**config.mk**
```make
export PLATFORM = sky130hd
export DESIGN_NAME = mr_io_top
export DESIGN_NICKNAME = d
export VERILOG_FILES = /design/src/hw/mr_io_pkg.sv /design/src/hw/mr_cfg_if.sv /design/src/hw/mr_crop_ctrl.sv /design/src/hw/mr_io_top.sv /design/src/hw/mr_mouse_decode.sv /design/src/hw/mr_status_regs.sv /design/src/hw/mr_userport.sv
export VERILOG_INCLUDE_DIRS = /design/src /design/src/hw
export SDC_FILE = /design/constraint.sdc
export NUM_CORES = 1
export LEC_CHECK = 0
export BUFFER_PORTS_ARGS = -buffer_cell sky130_fd_sc_hd__buf_2
export CAP_MARGIN = 10
export CORE_MARGIN = 2
export CORE_UTILIZATION = 45
export CTS_BUF_LIST = sky130_fd_sc_hd__clkbuf_8
export DETAILED_ROUTE_END_ITERATION = 10
export HOLD_SLACK_MARGIN = 0.05
export PLACE_DENSITY = 0.83
export SLEW_MARGIN = 10
export SYNTH_ARGS = -nofsm -noshare
export SYNTH_HDL_FRONTEND = slang
export SYNTH_SLANG_ARGS = --single-unit
export TNS_END_PERCENT = 50
```
**constraint.sdc**
```tcl
create_clock -name clk_sys -period 5.4 [get_ports clk_sys]
set_input_delay 0.81 -clock clk_sys [delete_from_list [all_inputs] [get_ports clk_sys]]
set_output_delay 0.81 -clock clk_sys [all_outputs]
set_load 0.01 [all_outputs]
```
**src/hw/mr_io_cfg.svh**
```systemverilog
/*
 * User-I/O front end constants
 *   status word bit positions and field ranges
 *   vertical crop limits and the HDMI size that allows it
 *   user-port pin count
 */
`ifndef MR_IO_CFG_SVH
`define MR_IO_CFG_SVH

// Status word fields
`define MR_ST_FX_LO      3
`define MR_ST_FX_HI      5
`define MR_ST_DB15       37
`define MR_ST_UART       38
`define MR_ST_CROP_EN    41
`define MR_ST_VCOPT_LO   42
`define MR_ST_VCOPT_HI   45
`define MR_ST_SCALE_LO   46
`define MR_ST_SCALE_HI   47
`define MR_ST_FORCE2X    63

// Only full HD output can be cropped
`define MR_HDMI_W        1920
`define MR_HDMI_H        1080

// Crop geometry
`define MR_CROP_LINES    216
`define MR_VCOPT_WRAP    6
`define MR_VCOPT_BIAS    24

// DB15 / UART connector
`define MR_USER_W        7

`endif

```
**src/hw/mr_io_pkg.sv**
```systemverilog
/*
 * Shared types of the user-I/O front end
 *   status word and host write halves
 *   handshake states and user-port modes
 *   user-port pins, mouse deltas, crop offset and size
 */
`include "mr_io_cfg.svh"

package mr_io_pkg;

    // Host visible status
    typedef logic [63:0] status_word_t;
    typedef logic [31:0] status_half_t;

    // Which half a host write lands in
    typedef enum logic {
        ST_LOW  = 1'b0,
        ST_HIGH = 1'b1
    } status_sel_e;

    // Four-phase write port
    typedef enum logic {
        HS_IDLE = 1'b0,
        HS_ACK  = 1'b1
    } hs_state_e;

    // User-port pin usage
    typedef enum logic [1:0] {
        UP_IDLE = 2'd0,
        UP_DB15 = 2'd1,
        UP_UART = 2'd2
    } port_mode_e;

    typedef logic [`MR_USER_W-1:0] user_port_t;

    // Mouse movement, sign taken from the flag byte
    typedef logic signed [8:0] mouse_delta_t;

    // Crop offset in lines, -16 to +15
    typedef logic signed [4:0] crop_off_t;
    typedef logic [11:0] crop_size_t;

endpackage

```
**src/hw/mr_cfg_if.sv**
```systemverilog
/*
 * Decoded status fields shared by the I/O blocks
 *   regs  drives every field
 *   port  reads the connector enables
 *   crop  reads the video settings
 */
interface mr_cfg_if;

    // Connector enables
    logic       db15_en;
    logic       uart_en;

    // Video settings
    logic       crop_en;
    logic [3:0] vcopt;
    logic [1:0] crop_scale;
    logic [2:0] scan_fx;
    logic       force_scan2x;

    modport regs (
        output db15_en, uart_en, crop_en, vcopt, crop_scale, scan_fx, force_scan2x
    );

    modport port (
        input db15_en, uart_en
    );

    modport crop (
        input crop_en, vcopt, crop_scale, scan_fx, force_scan2x
    );

endinterface

```
**src/hw/mr_crop_ctrl.sv**
```systemverilog
/*
 * Vertical crop control
 *   permission from output size and video options
 *   signed offset from the crop option
 *   crop size once both permission and request hold
 */
`include "mr_io_cfg.svh"

module mr_crop_ctrl (
    input  logic                    clk_sys,
    input  logic                    rst,
    mr_cfg_if.crop                  cfg,
    input  logic [11:0]             hdmi_width,
    input  logic [11:0]             hdmi_height,
    input  logic                    direct_video,
    input  logic                    rotate_en,
    output logic                    crop_ok,
    output mr_io_pkg::crop_off_t    crop_off,
    output mr_io_pkg::crop_size_t   crop_size
);

    logic       size_ok;
    logic       video_ok;
    logic [4:0] off_x2;

    // Full HD output only
    assign size_ok = hdmi_width == 12'(`MR_HDMI_W) && hdmi_height == 12'(`MR_HDMI_H);

    // No scan lines, no forced doubler, plain scaling, no direct video or rotation
    assign video_ok = cfg.scan_fx == 3'd0 && !cfg.force_scan2x && cfg.crop_scale == 2'd0
                   && !direct_video && !rotate_en;

    // Two lines per option step
    assign off_x2 = {cfg.vcopt, 1'b0};

    always_ff @(posedge clk_sys) begin
        if (rst) begin
            crop_ok   <= 1'b0;
            crop_off  <= '0;
            crop_size <= '0;
        end else begin
            crop_ok <= size_ok && video_ok;
            // Upper options wrap to negative offsets
            if (cfg.vcopt < 4'(`MR_VCOPT_WRAP)) begin
                crop_off <= mr_io_pkg::crop_off_t'(off_x2);
            end else begin
                crop_off <= mr_io_pkg::crop_off_t'(off_x2 - 5'(`MR_VCOPT_BIAS));
            end
            // Uses last cycle's permission, so one cycle behind crop_ok
            if (crop_ok && cfg.crop_en) begin
                crop_size <= 12'(`MR_CROP_LINES);
            end else begin
                crop_size <= '0;
            end
        end
    end

    a_size_legal: assert property (
        @(posedge clk_sys) disable iff (rst)
        crop_size == '0 || crop_size == 12'(`MR_CROP_LINES)
    ) else $error("crop_size %0d is not a legal crop", crop_size);

endmodule

```
**src/hw/mr_io_top.sv**
```systemverilog
/*
 * User-I/O front end top level
 *   status registers steering the user port and crop blocks
 *   PS/2 mouse decoder
 */
module mr_io_top (
    input  logic                      clk_sys,
    input  logic                      rst,
    // Host status write
    input  logic                      st_req,
    input  mr_io_pkg::status_sel_e    st_sel,
    input  mr_io_pkg::status_half_t   st_data,
    output logic                      st_ack,
    output mr_io_pkg::status_word_t   status,
    // User port
    input  mr_io_pkg::user_port_t     user_in,
    input  mr_io_pkg::user_port_t     db15_out,
    input  logic                      game_tx,
    output mr_io_pkg::user_port_t     user_out,
    output logic                      game_rx,
    // Mouse
    input  logic [24:0]               ps2_mouse,
    output logic                      mouse_st,
    output mr_io_pkg::mouse_delta_t   mouse_dx,
    output mr_io_pkg::mouse_delta_t   mouse_dy,
    output logic [7:0]                mouse_f,
    // Vertical crop
    input  logic [11:0]               hdmi_width,
    input  logic [11:0]               hdmi_height,
    input  logic                      direct_video,
    input  logic                      rotate_en,
    output logic                      crop_ok,
    output mr_io_pkg::crop_off_t      crop_off,
    output mr_io_pkg::crop_size_t     crop_size
);

    mr_cfg_if u_cfg ();

    mr_status_regs u_regs (
        .clk_sys      ( clk_sys      ),
        .rst          ( rst          ),
        .st_req       ( st_req       ),
        .st_sel       ( st_sel       ),
        .st_data      ( st_data      ),
        .st_ack       ( st_ack       ),
        .status       ( status       ),
        .cfg          ( u_cfg.regs   )
    );

    mr_userport u_port (
        .clk_sys      ( clk_sys      ),
        .rst          ( rst          ),
        .cfg          ( u_cfg.port   ),
        .user_in      ( user_in      ),
        .db15_out     ( db15_out     ),
        .game_tx      ( game_tx      ),
        .user_out     ( user_out     ),
        .game_rx      ( game_rx      )
    );

    mr_mouse_decode u_mouse (
        .clk_sys      ( clk_sys      ),
        .rst          ( rst          ),
        .ps2_mouse    ( ps2_mouse    ),
        .mouse_st     ( mouse_st     ),
        .mouse_dx     ( mouse_dx     ),
        .mouse_dy     ( mouse_dy     ),
        .mouse_f      ( mouse_f      )
    );

    mr_crop_ctrl u_crop (
        .clk_sys      ( clk_sys      ),
        .rst          ( rst          ),
        .cfg          ( u_cfg.crop   ),
        .hdmi_width   ( hdmi_width   ),
        .hdmi_height  ( hdmi_height  ),
        .direct_video ( direct_video ),
        .rotate_en    ( rotate_en    ),
        .crop_ok      ( crop_ok      ),
        .crop_off     ( crop_off     ),
        .crop_size    ( crop_size    )
    );

endmodule

```
**src/hw/mr_mouse_decode.sv**
```systemverilog
/*
 * PS/2 mouse packet decoder
 *   new packet flagged by a change of bit 24
 *   one-cycle strobe with 9-bit sign-extended deltas
 */
module mr_mouse_decode (
    input  logic                      clk_sys,
    input  logic                      rst,
    input  logic [24:0]               ps2_mouse,
    output logic                      mouse_st,
    output mr_io_pkg::mouse_delta_t   mouse_dx,
    output mr_io_pkg::mouse_delta_t   mouse_dy,
    output logic [7:0]                mouse_f
);

    logic tog_l;
    logic new_pkt;

    assign new_pkt = ps2_mouse[24] ^ tog_l;

    // Toggle bit of the previous cycle
    always_ff @(posedge clk_sys) begin
        tog_l <= ps2_mouse[24];
    end

    always_ff @(posedge clk_sys) begin
        if (rst) begin
            mouse_st <= 1'b0;
        end else begin
            mouse_st <= new_pkt;
        end
    end

    // Flag bits 4 and 5 carry the X and Y signs
    always_ff @(posedge clk_sys) begin
        if (new_pkt) begin
            mouse_f  <= ps2_mouse[7:0];
            mouse_dx <= {ps2_mouse[4], ps2_mouse[15:8]};
            mouse_dy <= {ps2_mouse[5], ps2_mouse[23:16]};
        end
    end

    a_st_single: assert property (
        @(posedge clk_sys) disable iff (rst)
        mouse_st |=> !mouse_st
    ) else $error("mouse_st high on two consecutive cycles");

endmodule

```
**src/hw/mr_status_regs.sv**
```systemverilog
/*
 * Status register block
 *   four-phase req/ack host write port
 *   64-bit status word written in two 32-bit halves
 *   field decode onto the configuration interface
 */
`include "mr_io_cfg.svh"

module mr_status_regs (
    input  logic                      clk_sys,
    input  logic                      rst,
    input  logic                      st_req,
    input  mr_io_pkg::status_sel_e    st_sel,
    input  mr_io_pkg::status_half_t   st_data,
    output logic                      st_ack,
    output mr_io_pkg::status_word_t   status,
    mr_cfg_if.regs                    cfg
);

    mr_io_pkg::hs_state_e hs_state;

    // Write port FSM
    // The half is stored on the edge that moves to HS_ACK
    always_ff @(posedge clk_sys) begin
        if (rst) begin
            hs_state <= mr_io_pkg::HS_IDLE;
            status   <= '0;
        end else begin
            case (hs_state)
                mr_io_pkg::HS_IDLE: begin
                    if (st_req) begin
                        if (st_sel == mr_io_pkg::ST_HIGH) begin
                            status[63:32] <= st_data;
                        end else begin
                            status[31:0] <= st_data;
                        end
                        hs_state <= mr_io_pkg::HS_ACK;
                    end
                end
                mr_io_pkg::HS_ACK: begin
                    // Hold ack until the host lets go of req
                    if (!st_req) begin
                        hs_state <= mr_io_pkg::HS_IDLE;
                    end
                end
                default: begin
                    hs_state <= mr_io_pkg::HS_IDLE;
                end
            endcase
        end
    end

    assign st_ack = hs_state == mr_io_pkg::HS_ACK;

    // Connector enables
    assign cfg.db15_en = status[`MR_ST_DB15];
    assign cfg.uart_en = status[`MR_ST_UART];

    // Video options
    assign cfg.crop_en      = status[`MR_ST_CROP_EN];
    assign cfg.vcopt        = status[`MR_ST_VCOPT_HI:`MR_ST_VCOPT_LO];
    assign cfg.crop_scale   = status[`MR_ST_SCALE_HI:`MR_ST_SCALE_LO];
    assign cfg.scan_fx      = status[`MR_ST_FX_HI:`MR_ST_FX_LO];
    assign cfg.force_scan2x = status[`MR_ST_FORCE2X];

    // Ack only answers a request seen on the edge before
    a_ack_after_req: assert property (
        @(posedge clk_sys) disable iff (rst)
        $rose(st_ack) |-> $past(st_req)
    ) else $error("st_ack rose without st_req");

endmodule

```
**src/hw/mr_userport.sv**
```systemverilog
/*
 * User-port output mux and UART receive gate
 *   DB15 over UART over idle, registered on clk_sys
 *   receive line taken from pin 1 while the UART is on
 */
module mr_userport (
    input  logic                    clk_sys,
    input  logic                    rst,
    mr_cfg_if.port                  cfg,
    input  mr_io_pkg::user_port_t   user_in,
    input  mr_io_pkg::user_port_t   db15_out,
    input  logic                    game_tx,
    output mr_io_pkg::user_port_t   user_out,
    output logic                    game_rx
);

    mr_io_pkg::port_mode_e mode;

    // DB15 wins when both enables are set
    always_comb begin
        if (cfg.db15_en) begin
            mode = mr_io_pkg::UP_DB15;
        end else if (cfg.uart_en) begin
            mode = mr_io_pkg::UP_UART;
        end else begin
            mode = mr_io_pkg::UP_IDLE;
        end
    end

    always_ff @(posedge clk_sys) begin
        if (rst) begin
            user_out <= '1;
        end else begin
            case (mode)
                mr_io_pkg::UP_DB15: user_out <= db15_out;
                // Transmit on pin 0, other pins pulled high
                mr_io_pkg::UP_UART: user_out <= {{($bits(user_out) - 1){1'b1}}, game_tx};
                default:            user_out <= '1;
            endcase
        end
    end

    // Line idles high when the UART is off
    assign game_rx = cfg.uart_en ? user_in[1] : 1'b1;

endmodule

```
==> results of run 1 <==
-- cell families (layout without fill, tap and decap cells) --
logic type               count (synthesis)  in the layout
flip-flops                             104            104
other                                    1              9
AO/OA/AOI/OAI                           66             66
AND/OR/NAND/NOR                        163            163
buffers and inverters                   41            225
XOR/XNOR                                 2              2
adder cells (fa/ha/maj)                  1              1
-- per-layer routing --
metal,share of wire,up-vias,wire [um],track usage
met2,0.50,159,4680,0.376
met5,0,-,0,0
met4,0.0089,0,83,0.0592
met3,0.089,6,835,0.0666
li1,-,1587,-,-
met1,0.40,1480,3750,0.232
-- synth_stat cells, drive strengths merged, types with 2 or more instances --
library cell / number / share of area
nor3b: 2 / 0.0055
nor2: 3 / 0.0031
a21oi: 65 / 0.089
clkbuf: 6 / 0.0062
edfxtp: 24 / 0.20
nand2: 130 / 0.13
xor2: 2 / 0.0048
nand2b: 7 / 0.012
nor4: 5 / 0.0086
nor2b: 7 / 0.012
buf: 34 / 0.063
nand4: 2 / 0.0034
dfxtp: 80 / 0.44
nor4b: 2 / 0.0048
-- per-stage QoR --
stage,cell area (um^2),util
floorplan,3680,-
global placement,4620,0.592
detailed placement,4620,0.592
CTS,4790,0.614
global route,4800,0.615
finish,4800,0.615
-- registers in the layout, indices dropped and copies added (netlist names) --
signal,cells
u_crop.crop_off,4
u_mouse.mouse_st,1
u_port.user_out,7
u_regs.st_ack,1
u_mouse.tog_l,1
u_regs.status,64
u_crop.crop_size,1
u_mouse.mouse_dx,8
u_crop.crop_ok,1
u_mouse.mouse_f,8
u_mouse.mouse_dy,8
-- how the worst max path moves through the flow --
stage | start | end | slack, ps | depth (start not counted)
after floorplan | ps2_mouse[24] | u_mouse.mouse_dx[0] | 2980 | 1
after detailed placement | st_req | u_regs.status[13] | 3100 | 4
final | user_in[1] | game_rx | 3440 | 3
after CTS | user_in[1] | game_rx | 3440 | 3
after global routing | st_req | u_regs.status[7] | 3280 | 4
after global placement | st_req | u_regs.status[31] | 3150 | 4
-- critical path, cell delays in order --
cell      delay [ps]
buf_2             90
nand2b_1         120
buf_2            130
-- power groups by stage --
stage                     registers (mW)  logic [mW]  clock network (mW)
after floorplan                    0.889      0.0694                   0
after global placement             0.870       0.164                   0
after detailed placement           0.871       0.168                   0
after CTS                          0.853       0.169               0.443
after global routing               0.857       0.187               0.471
final                              0.853       0.168               0.430
-- layout make-up --
type	count	area [um^2]	area share
inverters	1	3.75	0.000782
well taps	102	128	0.0266
repair buffers	208	1050	0.219
multi-input cells	241	1120	0.234
clock inverters	6	35.0	0.00730
clock buffers	10	138	0.0287
flip-flops and latches	104	2320	0.484
==> flow_summary.yaml, run 1 <==
status:
  run_status: "completed"
clock_tree:
  clock-root-buffer: "clkbuf_8"
  hold_buffers: 0
  postCtsSetupBuffers: 0
  insertion_delay_ps: 340
  ctsResizeCount: 0
  htree_levels: 3
  cts_buffer_depth: 2
  cts_sinks: 104
  path_clk_slew_ps: 100
  cts_made_buffers: 9
  cts_tree: "built"
sta:
  finalWorstSetupSlack_ps: 3440
  finalCritPeriodShare: 0.363
  slew_headroom: 0.224
  setup_viol: 0
  finalCriticalPeriod_ps: 1960
  max_freq_ghz: 0.510
  rsz0062_at_grt: "false"
  hold_viol: 0
  whs_ps: 452
  setup_tns_ps: 0
  tightestPinTransition_ps: 1160
  finalClockSkew_ps: 8.16
  slew_viol_final: 0
synth:
  muxShareOfSynthArea: 0
  synth-compound-area-share: 0.0912
  yosysSeqAreaShare: 0.636
  synth-edff-count: 24
  ys_warn_count: 0
  synth_simple_gate_area_frac: 0.193
  synth_adder_area_share: 0.00343
  ys.flop_type: "dfxtp_1"
  synth_area_per_cell_um2: 9.66
  async_flop_share: 0
  yosysUniqueCellTypes: 27
  ys_ff_latch: 104
  synth_top_family_by_area: "simple AND/OR/NAND/NOR gates"
  syn-cell-area_mm2: 0.00365
  yosys.area_share.xor_xnor: 0.00480
  syn-instance-count: 378
worst_setup_path:
  critical_path_class: "in -> out"
  r2r_cells: 3
  r2r-end: "u_regs.status[13]"
  required_ps: 4590
  path_max_fanout: 1
  start_kind: "input pin"
  reg2reg_from: "u_regs.st_ack"
  cp.arrival_ps: 1150
  cp-end-kind: "output pin"
  reg2reg_slack_ps: 3660
floorplan:
  dieArea_mm2: 0.00885
  pin_count: 220
  die_w_um: 94.1
  core_mm2: 0.00781
  start_util: 0.467
  placementRows: 32
  die_h_um: 94.1
grt:
  grt_max_degree: 75
  antenna_found_initial: 0
  grt_pass1_wl_um: 14300
  grt_usage: 0.207
  grt_pass1_vias: 3137
  globalRouteOverflowTotal: 0
job:
  cap_violations: 0
power:
  p_switching_uw: 364
  p_leak_nw: 2.21
  pwr-share-seq: 0.588
  total_power_mw: 1.45
  ir_worst_vdd_mv: 0.160
  combPwrFrac: 0.116
  power_density_mw_per_mm2: 302
  switching_share: 0.251
  p_clk_frac: 0.296
  intPower_mw: 1.09
hold_path:
  min_to: "u_crop.crop_size[6]"
  holdCritStartpoint: "u_crop.crop_ok"
  hp-class: "reg -> reg"
  min_path_cells: 2
finish:
  layout-drive-gt1-share: 0.393
  layout_commonest_cell: "buf_2"
  diodes: 0
  final_cell_mix: "buf_2 (204), nand2_1 (130), dfxtp_1 (80)"
  finish.net_count: 668
  finalNonFillerCells: 672
  num-fill-cells: 709
  layout-area-overhead-vs-synth_pct: 31.6
drt:
  vias_per_cell: 4.81
  wl_um: 9360
  drc: 0
  vias: 3232
  drt_iter0_markers: 75
  final_antenna_net_count: 0
  first_pass_iters: 4
  routedWlPerCell_um: 13.9
placed_design:
  globalplace.congestion: 0.812
  dp_hpwl_um: 6930
  dpl_worst_slack_ps: 3100
  dp_cells: 656
  place.port_buffers: 204
No activity file was read; power rests on OpenSTA's default activity.
==> run 2, diff against run 1 <==
Settings changed: CORE_UTILIZATION 45 to 40, PLACE_DENSITY 0.83 to 0.78.
Clock period 5.4 ns to 1.7 ns, I/O delays scaled along.
==> run 2 against run 1 <==
Against the previous run: register-to-register slack worse by 3300 ps; final area rose by 2.6%; combinational power grew to 3.3 times the previous value; sequential cell count unchanged; critical endpoint is now u_regs.status[4]; largest power group unchanged.
==> flow_summary.yaml, run 2 (same netlist as run 1, synthesis figures left out) <==
clock_tree:
  cts_sinks: 104
  path_clk_slew_ps: 100
  hold_buffers: 1
  postCtsSetupBuffers: 0
  clock-root-buffer: "clkbuf_8"
  cts_tree: "built"
  htree_levels: 3
  cts_made_buffers: 9
  ctsResizeCount: 0
  cts_buffer_depth: 2
  insertion_delay_ps: 350
worst_setup_path:
  start_kind: "flop"
  path_max_fanout: 20
  max_stage_delay_ps: 410
  crit_slowest_cell: "or3b_1"
  cp.arrival_ps: 1530
  required_ps: 1920
  path_cells: "or3b_1 > buf_4 > nand2_1 > a21oi_1"
  cp-end-kind: "flop"
  critical_path_class: "reg -> reg"
placed_design:
  globalplace.congestion: 0.792
  place.port_buffers: 204
  dp_hpwl_um: 7130
sta:
  setup_viol: 0
  whs_ps: 72.9
  setup_tns_ps: 0
  finalCriticalPeriod_ps: 1320
  finalClockSkew_ps: 11.7
  max_freq_ghz: 0.759
  hold_viol: 0
  slew_viol_final: 0
  finalCritPeriodShare: 0.775
  rsz0062_at_grt: "false"
finish:
  layout_commonest_cell: "buf_2"
  final_cell_mix: "buf_2 (204), nand2_1 (130), dfxtp_1 (80)"
  fin_util: 0.559
  top_register: "u_regs.status"
  layout-drive-gt1-share: 0.395
  layout-area-overhead-vs-synth_pct: 35.0
  largest_reg_flops: 64
  diodes: 0
  finish.net_count: 680
grt:
  grt_usage: 0.180
  globalRouteOverflowTotal: 0
  grt_pass1_wl_um: 14300
  grt_max_degree: 37
  grt_pass1_vias: 3060
  antenna_found_initial: 0
drt:
  vias_per_cell: 4.84
  drt_iter0_markers: 110
  vias: 3341
  met2_length_um: 4760
  highest_layer: "met4"
  final_antenna_net_count: 0
  wl_met1_um: 3760
  drc: 0
  wl_um: 9470
  routedWlPerCell_um: 13.7
  first_pass_iters: 6
  dr_wl_met3_um: 805
job:
  cap_violations: 0
hold_path:
  hp-class: "in -> reg"
floorplan:
  placementRows: 34
  die_w_um: 99.5
  start_util: 0.414
  pin_count: 220
  dieArea_mm2: 0.00990
  core_mm2: 0.00881
  die_h_um: 99.5
power:
  ir_worst_vdd_mv: 0.459
  power_density_mw_per_mm2: 969
  p_leak_nw: 2.26
status:
  run_status: "completed"
==> run 2: power breakdown <==
group	switching, mW	internal [mW]
Sequential	0.0508	2.66
Clock	0.828	0.682
Combinational	0.314	0.241
Total	1.19	3.58
==> run 2: final timing paths <==
path | startpoint | to | slack, ps | cells after the start
setup / recovery | u_regs.st_ack | u_regs.status[4] | 380 | 4
hold / removal | ps2_mouse[19] | u_mouse.mouse_dy[3] | 70 | 1
setup reg to reg | u_regs.st_ack | u_regs.status[4] | 380 | 4
hold reg to reg | u_crop.crop_ok | u_crop.crop_size[6] | 430 | 2
==> run 2: metal layers <==
layer / vias to the layer above / global-route usage
met4: 0 / 0.0611
met5: - / 0
met1: 1561 / 0.203
met2: 159 / 0.327
met3: 15 / 0.0499
li1: 1606 / -
==> run 2: layout make-up <==
cell class,count,area (um^2)
inverter,1,3.75
tap,108,135
timing repair buffer,220,1160
fill,821,3880
clock inverter,7,71.3
clock buffer,9,124
sequential,104,2320
multi-input combinational,241,1110
==> run 2: worst max-delay path: cells and delay by family (launching register included) <==
family / cells / cell delay (ps)
compound gates: 1 / 70
buf+inv: 1 / 230
flops: 1 / 370
simple gates: 2 / 510
==> run 2: through the flow <==
| step | power (mW) | worst slack [ps] | cell area [um^2] | std cells |
|---|---|---|---|---|
| after floorplan | 3.05 | 226 | 3690 | 386 |
| after global placement | 3.30 | 449 | 4670 | 668 |
| after detailed placement | 3.31 | 392 | 4670 | 668 |
| after CTS | 4.82 | 381 | 4880 | 685 |
| after global routing | 4.99 | 324 | 4930 | 690 |
| final | 4.77 | 383 | 4930 | 690 |
==> run 3, diff against run 2 <==
Clock period 1.7 ns to 1.2 ns, I/O delays scaled along.
==> run 3 against run 2 <==
Against the previous run: final area is 12% higher; non-clock buffer count increased by 48; via count is 6.4% higher; highest routed layer unchanged; sequential cell count did not move; critical path depth is the same; global-route usage is 3.3 points higher; clock power up 44%; largest power group unchanged; clock skew about the same; largest cell class unchanged; first-iteration DRC count rose by 43%.
==> flow_summary.yaml, run 3 (same netlist as run 1, synthesis figures left out) <==
finish:
  seq_area_mm2: 0.00232
  largest_reg_flops: 64
  final_cell_mix: "buf_2 (203), nand2_1 (130), dfxtp_1 (78)"
  fin_util: 0.629
  layout-drive-gt1-share: 0.389
  diodes: 0
  layout-area-overhead-vs-synth_pct: 51.8
  num-fill-cells: 708
  finalNonFillerCells: 738
  top_register: "u_regs.status"
  finish.net_count: 728
  multi_input_comb_area_mm2: 0.00114
  fin_area_mm2: 0.00554
  layout_commonest_cell: "buf_2"
power:
  p_leak_nw: 2.52
  ir_worst_vdd_mv: 0.789
  power_density_mw_per_mm2: 1270
  combPwrFrac: 0.142
  p_clk_frac: 0.311
  intPower_mw: 5.25
  pwr-share-seq: 0.547
  switching_share: 0.252
  total_power_mw: 7.02
  p_switching_mw: 1.77
clock_tree:
  cts_made_buffers: 9
  cts_sinks: 104
  cts_buffer_depth: 2
  insertion_delay_ps: 360
  path_clk_slew_ps: 100
  postCtsSetupBuffers: 0
  htree_levels: 3
  clock-root-buffer: "clkbuf_8"
  cts_tree: "built"
worst_setup_path:
  reg2reg_from: "u_regs.st_ack"
  path_max_fanout: 25
  start_kind: "input pin"
  reg2reg_slack_ps: 5
  critical_path_class: "in -> reg"
  r2r_cells: 4
  cp-end-kind: "flop"
  r2r-end: "u_regs.status[1]"
  required_ps: 1260
  cp.arrival_ps: 1260
sta:
  hold_viol: 0
  rsz0062_at_grt: "true"
  finalClockSkew_ps: 12.2
  finalCritPeriodShare: 0.996
  max_freq_ghz: 0.837
  slew_viol_final: 0
  finalWorstSetupSlack_ps: 5.13
  finalCriticalPeriod_ps: 1190
  setup_viol: 0
grt:
  grt_pass1_vias: 3484
  globalRouteOverflowTotal: 0
  antenna_found_initial: 0
  grt_max_degree: 53
  grt_pass1_wl_um: 16600
  grt_usage: 0.213
drt:
  routedWlPerCell_um: 15.0
  vias: 3556
  vias_per_cell: 4.82
  drt_iter0_markers: 157
  drc: 0
  final_antenna_net_count: 0
  wl_um: 11100
  first_pass_iters: 6
placed_design:
  globalplace.congestion: 0.791
  dp_cells: 674
  place.port_buffers: 204
  dpl_worst_slack_ps: -39.2
  postPlaceCellArea_mm2: 0.00480
  dp_hpwl_um: 7370
floorplan:
  core_mm2: 0.00881
  die_h_um: 99.5
  start_util: 0.414
  placementRows: 34
  pin_count: 220
  die_w_um: 99.5
  dieArea_mm2: 0.00990
hold_path:
  min_to: "u_regs.status[38]"
  min_path_cells: 3
  holdCritStartpoint: "st_data[6]"
  hp-class: "in -> reg"
status:
  run_status: "completed"
job:
  cap_violations: 0
-- run 3: cell count changes in the layout (fill, tap and decap cells not counted), moves of 2 or more --
cell | before | now
dfxtp_1 | 80 | 78
buf_12 | 0 | 6
nor4_2 | 0 | 2
dlygate4sd3_1 | 6 | 47
buf_4 | 10 | 8
buf_6 | 0 | 2
dfxtp_2 | 0 | 2
nor4_1 | 5 | 3
-- run 3: worst max path at each step --
stage / startpoint / endpoint / cells past startpoint
finish: ps2_mouse[24] / u_mouse.mouse_dy[1] / 4
global route: u_regs.st_ack / u_regs.status[11] / 4
global placement: u_regs.st_ack / u_regs.status[5] / 4
CTS: ps2_mouse[24] / u_mouse.mouse_dx[7] / 4
floorplan: u_mouse.tog_l / u_mouse.mouse_dx[0] / 1
detailed placement: u_regs.status[63] / u_crop.crop_ok / 3
-- run 3: stage by stage --
| step | hold slack (ps) | setup TNS, ps |
|---|---|---|
| finish | 72.1 | 0 |
| global route | 53.2 | -54.5 |
| CTS | 50.8 | 0 |
| global placement | 357 | 0 |
| floorplan | 208 | -331 |
| detailed placement | 358 | -138 |
-- run 3: timing repair --
action,CTS,global route
endpoints found under the setup margin,16,19
resized for setup,5,5
hold buffers,47,0
pin swaps,1,1
hold endpoints to repair,49,0
cloned,0,1
-- run 3: routing by layer --
layer  track usage  wire length, um
met5             0                0
met2         0.403             5930
met4        0.0769              228
met1         0.236             4120
met3        0.0408              777
-- run 3: final cells by class --
| type | count | share of cell area |
|---|---|---|
| sequential | 104 | 0.420 |
| tap | 108 | 0.0244 |
| clock inverter | 7 | 0.0140 |
| inverter | 1 | 0.000678 |
| clock buffer | 9 | 0.0224 |
| timing repair buffer | 268 | 0.312 |
| multi-input combinational | 241 | 0.207 |
-- run 3: worst max-delay path, cell delays in order --
cell and delay, ps:
dlygate4sd3_1 540, buf_4 160, xor2_4 180, buf_12 200
-- run 3: power groups by stage --
stage	sequential [mW]	combinational (mW)	clock, mW
after floorplan	4.00	0.318	0
after global placement	3.91	0.823	0
after detailed placement	3.92	0.843	0
after CTS	3.84	0.972	2.26
after global routing	3.86	1.08	2.38
final	3.84	0.995	2.18
